### src/design/rv_defs.svh
/* core-wide sizes and constants for the RV32I core
   include wherever a width, register count or reset address is needed */
`ifndef RV_DEFS_SVH
`define RV_DEFS_SVH

// data and address width
`define XLEN 32

// general registers, x0 included
`define REG_COUNT 32

`define RESET_PC 32'h8000_0000  // first fetch address

// sequential pc step
`define INST_BYTES 32'd4

`endif

### src/design/isa_pkg.sv
/* instruction set encodings of the RV32I subset: opcodes, formats,
   funct3 values and ALU operations, shared by decoder and execute */
`default_nettype none

package isa_pkg;

    typedef logic [2:0] funct3_t;

    // major opcodes the core executes, anything else retires as a no-op
    typedef enum logic [6:0] {
        opc_op     = 7'b0110011,
        opc_op_imm = 7'b0010011,
        opc_lui    = 7'b0110111,
        opc_auipc  = 7'b0010111,
        opc_branch = 7'b1100011,
        opc_jal    = 7'b1101111,
        opc_jalr   = 7'b1100111
    } opcode_t;

    typedef enum logic [2:0] {
        fmt_r,
        fmt_i,
        fmt_b,
        fmt_u,
        fmt_j,
        fmt_n  // no operands, no write
    } inst_fmt_t;

    typedef enum logic [3:0] {
        alu_add,
        alu_sub,
        alu_sll,
        alu_slt,
        alu_sltu,
        alu_xor,
        alu_srl,
        alu_sra,
        alu_or,
        alu_and
    } alu_op_t;

    // alu funct3 for op / op_imm
    localparam funct3_t f3_add_sub = 3'b000;
    localparam funct3_t f3_sll     = 3'b001;
    localparam funct3_t f3_slt     = 3'b010;
    localparam funct3_t f3_sltu    = 3'b011;
    localparam funct3_t f3_xor     = 3'b100;
    localparam funct3_t f3_srl_sra = 3'b101;
    localparam funct3_t f3_or      = 3'b110;
    localparam funct3_t f3_and     = 3'b111;

    // branch conditions
    localparam funct3_t f3_beq  = 3'b000;
    localparam funct3_t f3_bne  = 3'b001;
    localparam funct3_t f3_blt  = 3'b100;
    localparam funct3_t f3_bge  = 3'b101;
    localparam funct3_t f3_bltu = 3'b110;
    localparam funct3_t f3_bgeu = 3'b111;

endpackage

`default_nettype wire

### src/design/core_pkg.sv
/* datapath types of the core: words, register indices, the decoded
   instruction, the retire record and the sequencer states */
`default_nettype none
`include "rv_defs.svh"

package core_pkg;
    import isa_pkg::*;

    typedef logic [`XLEN-1:0] word_t;
    typedef logic [$clog2(`REG_COUNT)-1:0] reg_idx_t;

    typedef struct packed {
        opcode_t   opcode;
        funct3_t   funct3;
        reg_idx_t  rs1;
        reg_idx_t  rs2;
        reg_idx_t  rd;
        word_t     imm;     // already sign extended / shifted
        inst_fmt_t fmt;
        alu_op_t   alu_op;
        logic      we;      // rd write, low for x0
    } decoded_t;

    // one record per executed instruction
    typedef struct packed {
        word_t    pc;
        logic     we;
        reg_idx_t rd;
        word_t    data;
    } retire_t;

    typedef enum logic [1:0] {
        st_idle,
        st_fetch,
        st_wait,
        st_exec
    } core_state_t;

endpackage

`default_nettype wire

### src/design/core_ctrl.sv
/* multi-cycle sequencer: issues one fetch, waits for the instruction,
   then runs a single execute cycle before fetching again */
`timescale 1ns/1ps
`default_nettype none

module core_ctrl import core_pkg::*; (
    input  logic clk,
    input  logic reset,
    input  logic imem_valid,
    output logic fetch_req,   // one-cycle request pulse
    output logic inst_load,
    output logic exec_en
);

    core_state_t state;
    core_state_t state_next;

    always_ff @(posedge clk) begin
        if (reset) begin
            state <= st_idle;
        end else begin
            state <= state_next;
        end
    end

    always_comb begin
        state_next = state;
        case (state)
            st_idle:  state_next = st_fetch;  // only left once after reset
            st_fetch: state_next = st_wait;
            st_wait: begin
                if (imem_valid) begin
                    state_next = st_exec;
                end
            end
            st_exec:  state_next = st_fetch;
            default:  state_next = st_idle;
        endcase
    end

    assign fetch_req = (state == st_fetch);
    // response only counts while waiting
    assign inst_load = (state == st_wait) && imem_valid;
    assign exec_en   = (state == st_exec);

endmodule

`default_nettype wire

### src/design/pc_unit.sv
/* program counter with reset address and next-pc selection,
   updated once per instruction at the end of execute */
`timescale 1ns/1ps
`default_nettype none
`include "rv_defs.svh"

module pc_unit import core_pkg::*; (
    input  logic  clk,
    input  logic  reset,
    input  logic  exec_en,
    input  logic  jump_en,
    input  word_t jump_target,
    output word_t pc,
    output word_t next_seq_pc
);

    assign next_seq_pc = pc + `INST_BYTES;

    always_ff @(posedge clk) begin
        if (reset) begin
            pc <= `RESET_PC;
        end else if (exec_en) begin
            // taken branch or jump overrides the sequential step
            pc <= jump_en ? jump_target : next_seq_pc;
        end
    end

endmodule

`default_nettype wire

### src/design/inst_decoder.sv
/* holds the fetched instruction and decodes it combinationally into
   fields, immediate, format, ALU operation and write enable */
`timescale 1ns/1ps
`default_nettype none

module inst_decoder import isa_pkg::*, core_pkg::*; (
    input  logic     clk,
    input  logic     reset,
    input  logic     inst_load,
    input  word_t    inst,
    output decoded_t dec
);

    word_t     inst_q;
    opcode_t   opcode;
    funct3_t   funct3;
    logic      funct7_alt;  // funct7 bit 5, sub / sra select
    reg_idx_t  rd;
    inst_fmt_t fmt;
    alu_op_t   alu_op;
    word_t     imm;

    always_ff @(posedge clk) begin
        if (reset) begin
            inst_q <= '0;  // decodes as a no-op
        end else if (inst_load) begin
            inst_q <= inst;
        end
    end

    assign opcode     = opcode_t'(inst_q[6:0]);
    assign funct3     = inst_q[14:12];
    assign funct7_alt = inst_q[30];
    assign rd         = inst_q[11:7];

    always_comb begin
        case (opcode)
            opc_op:               fmt = fmt_r;
            opc_op_imm, opc_jalr: fmt = fmt_i;
            opc_branch:           fmt = fmt_b;
            opc_lui, opc_auipc:   fmt = fmt_u;
            opc_jal:              fmt = fmt_j;
            default:              fmt = fmt_n;
        endcase
    end

    always_comb begin
        case (fmt)
            fmt_i:   imm = {{20{inst_q[31]}}, inst_q[31:20]};
            fmt_b:   imm = {{20{inst_q[31]}}, inst_q[7], inst_q[30:25], inst_q[11:8], 1'b0};
            fmt_u:   imm = {inst_q[31:12], 12'b0};
            fmt_j:   imm = {{12{inst_q[31]}}, inst_q[19:12], inst_q[20], inst_q[30:21], 1'b0};
            default: imm = '0;
        endcase
    end

    // everything outside op / op_imm just needs an adder
    always_comb begin
        alu_op = alu_add;
        if (opcode == opc_op || opcode == opc_op_imm) begin
            case (funct3)
                f3_add_sub: alu_op = (fmt == fmt_r && funct7_alt) ? alu_sub : alu_add;
                f3_sll:     alu_op = alu_sll;
                f3_slt:     alu_op = alu_slt;
                f3_sltu:    alu_op = alu_sltu;
                f3_xor:     alu_op = alu_xor;
                f3_srl_sra: alu_op = funct7_alt ? alu_sra : alu_srl;
                f3_or:      alu_op = alu_or;
                f3_and:     alu_op = alu_and;
                default:    alu_op = alu_add;
            endcase
        end
    end

    always_comb begin
        dec.opcode = opcode;
        dec.funct3 = funct3;
        dec.rs1    = inst_q[19:15];
        dec.rs2    = inst_q[24:20];
        dec.rd     = rd;
        dec.imm    = imm;
        dec.fmt    = fmt;
        dec.alu_op = alu_op;
        // branches and unknown opcodes never write, nor does x0
        dec.we     = (fmt inside {fmt_r, fmt_i, fmt_u, fmt_j}) && (rd != '0);
    end

endmodule

`default_nettype wire

### src/design/reg_file.sv
/* general register file: two combinational read ports and one write
   port that commits on the clock edge */
`timescale 1ns/1ps
`default_nettype none
`include "rv_defs.svh"

module reg_file import core_pkg::*; (
    input  logic     clk,
    input  logic     reset,
    input  logic     we,
    input  reg_idx_t waddr,
    input  word_t    wdata,
    input  reg_idx_t raddr1,
    input  reg_idx_t raddr2,
    output word_t    rdata1,
    output word_t    rdata2
);

    word_t regs [`REG_COUNT];

    always_ff @(posedge clk) begin
        if (reset) begin
            for (int i = 0; i < `REG_COUNT; i++) begin
                regs[i] <= '0;
            end
        end else if (we) begin
            regs[waddr] <= wdata;
        end
    end

    // x0 is hardwired to zero
    assign rdata1 = (raddr1 == '0) ? '0 : regs[raddr1];
    assign rdata2 = (raddr2 == '0) ? '0 : regs[raddr2];

endmodule

`default_nettype wire

### src/design/exec_unit.sv
/* execute stage: operand select, ALU, branch compare, jump target and
   write-back value, all in one combinational pass */
`timescale 1ns/1ps
`default_nettype none

module exec_unit import isa_pkg::*, core_pkg::*; (
    input  decoded_t dec,
    input  word_t    pc,
    input  word_t    next_seq_pc,
    input  word_t    rs1_val,
    input  word_t    rs2_val,
    output word_t    wdata,
    output logic     jump_en,
    output word_t    jump_target
);

    word_t      alu_a;
    word_t      alu_b;
    word_t      alu_result;
    logic [4:0] shamt;
    logic       branch_taken;

    always_comb begin
        case (dec.fmt)
            fmt_r: begin
                alu_a = rs1_val;
                alu_b = rs2_val;
            end
            fmt_i: begin
                alu_a = rs1_val;   // op_imm and jalr base
                alu_b = dec.imm;
            end
            fmt_u: begin
                alu_a = (dec.opcode == opc_lui) ? '0 : pc;
                alu_b = dec.imm;
            end
            fmt_b, fmt_j: begin
                alu_a = pc;        // pc-relative target
                alu_b = dec.imm;
            end
            default: begin
                alu_a = rs1_val;
                alu_b = rs2_val;
            end
        endcase
    end

    assign shamt = alu_b[4:0];

    always_comb begin
        case (dec.alu_op)
            alu_add:  alu_result = alu_a + alu_b;
            alu_sub:  alu_result = alu_a - alu_b;
            alu_sll:  alu_result = alu_a << shamt;
            alu_slt:  alu_result = word_t'($signed(alu_a) < $signed(alu_b));
            alu_sltu: alu_result = word_t'(alu_a < alu_b);
            alu_xor:  alu_result = alu_a ^ alu_b;
            alu_srl:  alu_result = alu_a >> shamt;
            alu_sra:  alu_result = $signed(alu_a) >>> shamt;
            alu_or:   alu_result = alu_a | alu_b;
            alu_and:  alu_result = alu_a & alu_b;
            default:  alu_result = alu_a + alu_b;
        endcase
    end

    // compares use the register values, the ALU is busy with the target
    always_comb begin
        case (dec.funct3)
            f3_beq:  branch_taken = (rs1_val == rs2_val);
            f3_bne:  branch_taken = (rs1_val != rs2_val);
            f3_blt:  branch_taken = ($signed(rs1_val) < $signed(rs2_val));
            f3_bge:  branch_taken = ($signed(rs1_val) >= $signed(rs2_val));
            f3_bltu: branch_taken = (rs1_val < rs2_val);
            f3_bgeu: branch_taken = (rs1_val >= rs2_val);
            default: branch_taken = 1'b0;
        endcase
    end

    assign jump_en = (dec.opcode == opc_jal) || (dec.opcode == opc_jalr) ||
                     ((dec.opcode == opc_branch) && branch_taken);

    assign jump_target = (dec.opcode == opc_jalr) ? {alu_result[31:1], 1'b0} : alu_result;

    // link address for jumps
    assign wdata = (dec.opcode == opc_jal || dec.opcode == opc_jalr) ? next_seq_pc : alu_result;

endmodule

`default_nettype wire

### src/design/rv_core.sv
/* top of the multi-cycle RV32I core: fetch port to instruction memory
   and a retire port reporting each executed instruction */
`timescale 1ns/1ps
`default_nettype none

module rv_core import core_pkg::*; (
    input  logic    clk,
    input  logic    reset,
    output logic    imem_req,
    output word_t   imem_addr,
    input  logic    imem_valid,
    input  word_t   imem_data,
    output logic    retire_valid,
    output retire_t retire
);

    logic     inst_load;
    logic     exec_en;
    logic     jump_en;
    word_t    jump_target;
    word_t    pc;
    word_t    next_seq_pc;
    word_t    rs1_val;
    word_t    rs2_val;
    word_t    wdata;
    decoded_t dec;

    core_ctrl u_ctrl (
        .clk        (clk),
        .reset      (reset),
        .imem_valid (imem_valid),
        .fetch_req  (imem_req),
        .inst_load  (inst_load),
        .exec_en    (exec_en)
    );

    pc_unit u_pc (
        .clk         (clk),
        .reset       (reset),
        .exec_en     (exec_en),
        .jump_en     (jump_en),
        .jump_target (jump_target),
        .pc          (pc),
        .next_seq_pc (next_seq_pc)
    );

    inst_decoder u_dec (
        .clk       (clk),
        .reset     (reset),
        .inst_load (inst_load),
        .inst      (imem_data),
        .dec       (dec)
    );

    reg_file u_regs (
        .clk    (clk),
        .reset  (reset),
        .we     (exec_en && dec.we),  // commit only in execute
        .waddr  (dec.rd),
        .wdata  (wdata),
        .raddr1 (dec.rs1),
        .raddr2 (dec.rs2),
        .rdata1 (rs1_val),
        .rdata2 (rs2_val)
    );

    exec_unit u_exec (
        .dec         (dec),
        .pc          (pc),
        .next_seq_pc (next_seq_pc),
        .rs1_val     (rs1_val),
        .rs2_val     (rs2_val),
        .wdata       (wdata),
        .jump_en     (jump_en),
        .jump_target (jump_target)
    );

    assign imem_addr    = pc;
    assign retire_valid = exec_en;
    assign retire       = '{pc: pc, we: dec.we, rd: dec.rd, data: wdata};

endmodule

`default_nettype wire

### config.mk
export PLATFORM = sky130hd
export DESIGN_NAME = rv_core
export DESIGN_NICKNAME = d
export VERILOG_FILES = /design/src/design/isa_pkg.sv /design/src/design/core_pkg.sv /design/src/design/core_ctrl.sv /design/src/design/pc_unit.sv /design/src/design/inst_decoder.sv /design/src/design/reg_file.sv /design/src/design/exec_unit.sv /design/src/design/rv_core.sv
export VERILOG_INCLUDE_DIRS = /design/src /design/src/design
export SDC_FILE = /design/constraint.sdc
export NUM_CORES = 2
export LEC_CHECK = 0
export BUFFER_PORTS_ARGS = -buffer_cell sky130_fd_sc_hd__buf_2
export CAP_MARGIN = 25
export CORE_UTILIZATION = 55
export DETAILED_ROUTE_END_ITERATION = 8
export PLACE_DENSITY = 0.68
export SYNTH_ARGS = -nofsm -noshare
export SYNTH_HDL_FRONTEND = slang
export SYNTH_SLANG_ARGS = --single-unit
### constraint.sdc
create_clock -name clk -period 12.4 [get_ports clk]
set_clock_uncertainty 0.2 [all_clocks]
set_input_delay 0 -clock clk [delete_from_list [all_inputs] [get_ports clk]]
set_output_delay 0 -clock clk [all_outputs]
set_load 0.05 [all_outputs]
==> impl_table.tex <==
\begin{tabular}{lr}
\hline
Metric & Value \\
\hline
\multicolumn{2}{l}{\textbf{Power and ir drop}} \\
Internal power & $\sim$7.6 mW \\
Static power due to leakage & $\sim$26 nW \\
Clk network pwr share & 0.306 \\
PD cells & 164 nW/µm² \\
Reg power frac & 0.348 \\
Combinational share of power & 0.345 \\
Net switching share of the total power & 0.384 \\
Switching pwr & approximately 4.7 mW \\
Worst voltage drop across the vdd grid & between 0.0001 and 0.00015 V \\
\multicolumn{2}{l}{\textbf{Place}} \\
Final weighted congestion of routability-driven global placement & roughly 1.1 \\
Final HPWL DP & 192,000 µm \\
Count of buffers inserted at the top-level ports & 138 \\
\multicolumn{2}{l}{\textbf{Yosys}} \\
Mux cell area share after synthesis & 0.211 \\
Mapped Avg Cell Area & 11.5 µm² \\
Fraction of synthesized cell area in xor and xnor cells & 0.00615 \\
Count of synthesis-stage warnings from yosys & 0 \\
Most instantiated flip-flop cell in the synthesis netlist & edfxtp\_1 \\
Proportion of synthesized chip area in sequential cells & 0.472 \\
Post-synthesis share of cell area spent on and, or, nand and nor gates & 0.126 \\
Compound-Gate Fraction of Synth Area & 0.106 \\
Mapped cell area & 68,300 µm² \\
Number of instances in the synthesized netlist & 5,947 \\
Fraction of synthesis flops using an asynchronous set or reset pin & 0 \\
Cell variety after synth & 123 \\
Register bit total from synthesis & 1,100 \\
Combinational family with the most area after synthesis & multiplexers \\
Number of enable-type register cells in the synthesized netlist & 1,024 \\
Synth Area in Adders & 0.0251 \\
\multicolumn{2}{l}{\textbf{Timing}} \\
Clock period minus worst slack & 10.29 ns \\
Slew of the pin with the lowest slew margin & between 1 and 1.5 ns \\
Ratio of final minimum period to clock period & 0.830 \\
Hold WS & 0.0726 ns \\
Relative max-transition margin & 0.129 \\
Total negative slack & 0 ns \\
RSZ-0062 raised after global routing & no \\
Max Slew Vio Count & 0 \\
Count of final hold-check violations & 0 \\
Maximum achievable frequency & around 97 MHz \\
Number of setup violations in the final report & 0 \\
\multicolumn{2}{l}{\textbf{Run}} \\
Total of max-cap violations & 0 \\
\multicolumn{2}{l}{\textbf{Routing}} \\
Number of design-rule violations left by the first detailed-router iteration & between 10,000 and 15,000 \\
DRC violations left & 0 \\
Total Wirelength & about 300,000 µm \\
Via count & 57,700 \\
Router iterations before antenna repair & 7 \\
Average detailed-routed wire length per instance & 39.2 µm \\
Via/cell ratio & 7.53 \\
Antenna-violating nets left & 0 \\
\multicolumn{2}{l}{\textbf{Clock tree}} \\
H-tree depth & 3 \\
Clk Latency, worst-skew pair & approximately 0.84 ns \\
Post-cts repair resize count & 0 \\
TritonCTS clock tree & built \\
Clock-pin slew of the registers on the worst-case setup and hold paths & 0.08 ns \\
Sinks on Clock Net & around 1,100 \\
Post-CTS Setup Repair Bufs & 0 \\
Max Root-Sink Buffers & 3 \\
Total clock buffers created by CTS & 114 \\
Clock tree root driver cell & clkbuf\_16 \\
\multicolumn{2}{l}{\textbf{Critical path}} \\
Capture instance of the worst register-to-register path & u\_regs.regs[5][23]\$\_SDFFCE\_PN0P\_ \\
Type of element capturing the critical path & primary output \\
Number of cell instances on the worst register-to-register path & 24 \\
Data arrival, critical path & $\sim$10 ns \\
Req. time, crit path & 12.20 ns \\
CP Max Fanout & 40 \\
Kind of critical path & flip-flop to primary output \\
Kind of start point of the critical path & flip-flop \\
FF-to-FF setup slack & 2.77 ns \\
\multicolumn{2}{l}{\textbf{Global route}} \\
First-pass GRT wire length & 413,000 µm \\
Total GRT Usage & 0.471 \\
Antenna violations before repair & 11 \\
Via count of the first global-routing pass & $\sim$54,000 \\
Maximum number of pins on one net before global-route repair & 119 \\
Total overflow reported by the global router & 0 \\
\multicolumn{2}{l}{\textbf{Floorplan}} \\
Initial cell density of the core & 0.558 \\
Top-Level Pins & around 140 \\
Die W & 355 µm \\
Die area & 126,000 µm² \\
Core region area & 123,000 µm² \\
Vertical die dimension & 355 µm \\
Cell Rows & about 130 \\
\multicolumn{2}{l}{\textbf{Cells and area}} \\
Most common cell after layout, fill and taps aside & nor2\_1 \\
Most frequent cells in the layout & 1,145 x nor2\_1, 1,024 x edfxtp\_1, 450 x mux4\_2, 365 x nand2\_1, 338 x mux2i\_1 \\
Area growth, synth to finish & 10.3\% \\
Fill cell count & 9,690 \\
Number of nets in the final layout & 6,104 \\
Share of post-route cells with drive strength above 1 & 0.204 \\
\multicolumn{2}{l}{\textbf{Worst hold path}} \\
Hold Path Cell Cnt & 5 \\
Min-Delay Path Class & primary input to flip-flop \\
Hold-critical path endpoint & u\_pc.pc[0]\$\_SDFFE\_PP0P\_ \\
Critical hold path startpoint & reset \\
\multicolumn{2}{l}{\textbf{Status}} \\
Result of the run & finished clean \\
\hline
\end{tabular}
-- flip-flops by register name, indices dropped and copies added (netlist names), named ones only --
signal and flops:
u_regs.regs 1024, u_dec.inst_q 32, u_pc.pc 32, u_ctrl.state 2
-- layout make-up --
class | count | area (µm²) | area share
tap | 1625 | 2030 | 0.0270
inverter | 165 | 624 | 0.00828
multi-input combinational | 4131 | 33100 | 0.439
sequential | 1100 | 32300 | 0.429
antenna | 9 | 22.5 | 0.000299
clock inverter | 79 | 1070 | 0.0142
clock buffer | 136 | 3010 | 0.0399
timing repair buffer | 421 | 3240 | 0.0430
-- routing by layer --
metal	up-vias	global-route usage	wire (µm)
met3	1263	0.159	48500
met2	5676	0.661	124000
met1	28400	0.625	105000
li1	22400	-	-
met4	8	0.303	23300
met5	-	0.00151	68
-- repair_timing --
item	CTS	global route
setup endpoints to repair	0	0
endpoints found under the hold margin	92	0
hold buffers	82	0
-- worst max path at each step --
stage | start | cells after the start | to | slack [ns]
6_report | flip-flop | 25 | retire[29] | 2.11
5_1_grt | flip-flop | 25 | retire[29] | 1.98
4_1_cts | flip-flop | 25 | retire[29] | 2.52
3_5_place_dp | flip-flop | 24 | u_regs.regs[5][23]$_SDFFCE_PN0P_ | 3.27
3_3_place_gp | flip-flop | 22 | u_regs.regs[15][27]$_SDFFCE_PN0P_ | 2.57
2_1_floorplan | flip-flop | 27 | u_regs.regs[10][23]$_SDFFCE_PN0P_ | 4.93
-- cells by family after synthesis --
| logic type | Yosys count |
|---|---|
| other | 1 |
| buffers and inverters | 747 |
| AO/OA/AOI/OAI | 1052 |
| adder cells (fa/ha/maj) | 136 |
| flip-flops | 1100 |
| XOR/XNOR | 48 |
| multiplexers | 852 |
| AND/OR/NAND/NOR | 2011 |
-- cells in the mapped netlist, types with 37 or more instances --
cell	n	share of area
nor2_1	1150	0.063
a22oi_1	115	0.013
nand2_1	424	0.023
inv_1	147	0.0081
clkbuf_1	268	0.015
a221oi_1	43	0.0055
o21ai_0	147	0.011
buf_1	44	0.0024
ha_1	134	0.025
mux2i_1	338	0.050
dfxtp_1	76	0.022
buf_2	149	0.011
a21oi_1	252	0.018
nand3_1	73	0.0053
xnor2_1	38	0.0049
o211ai_1	41	0.0045
nor3_1	104	0.0076
nor2b_1	37	0.0034
mux2_2	50	0.0082
a211oi_1	49	0.0054
buf_4	75	0.0082
edfxtp_1	1024	0.45
o22ai_1	52	0.0048
mux4_2	450	0.15
-- critical path: stages (launching register included) --
cell and delay [ns]:
dfxtp_4 0.52, buf_4 0.75, nor2b_4 0.68, buf_4 0.50, a22oi_1 0.18, a21oi_1 0.19
a2111oi_0 0.10, buf_1 0.19, nand2_1 0.52, o21ai_0 0.29, ha_1 0.52, or4_1 0.64
nor2_1 0.28, nand2_1 0.09, a211oi_1 0.63, nor3_1 0.32, a2111oi_0 0.47, buf_4 0.21
a21oi_1 0.11, nor4_1 0.40, mux2i_1 0.24, o21ai_0 0.21, o41ai_4 0.27, buf_4 0.40
inv_1 0.16, buf_2 0.24
-- per-stage QoR --
| stage | cell area (µm²) | worst slack [ns] | util | std cells | power [mW] |
|---|---|---|---|---|---|
| after detailed placement | 70400 | 3.27 | 0.574 | 7353 | 8.38 |
| after global routing | 75300 | 1.98 | 0.615 | 7657 | 12.6 |
| after floorplan | 68500 | 4.93 | - | 5978 | 6.94 |
| after global placement | 70200 | 2.57 | 0.573 | 7339 | 8.34 |
| final | 75400 | 2.11 | 0.615 | 7666 | 12.4 |
| after CTS | 75300 | 2.52 | 0.614 | 7650 | 12.1 |
-- power by group through the flow --
stage / Combinational (mW) / Sequential (mW) / Clock (mW)
final: 4.27 / 4.31 / 3.79
after global placement: 3.97 / 4.37 / 0
after floorplan: 2.62 / 4.32 / 0
after CTS: 4.05 / 4.30 / 3.78
after global routing: 4.34 / 4.32 / 3.90
after detailed placement: 4.01 / 4.38 / 0
Note: power is estimated with default switching activity, not from simulation.
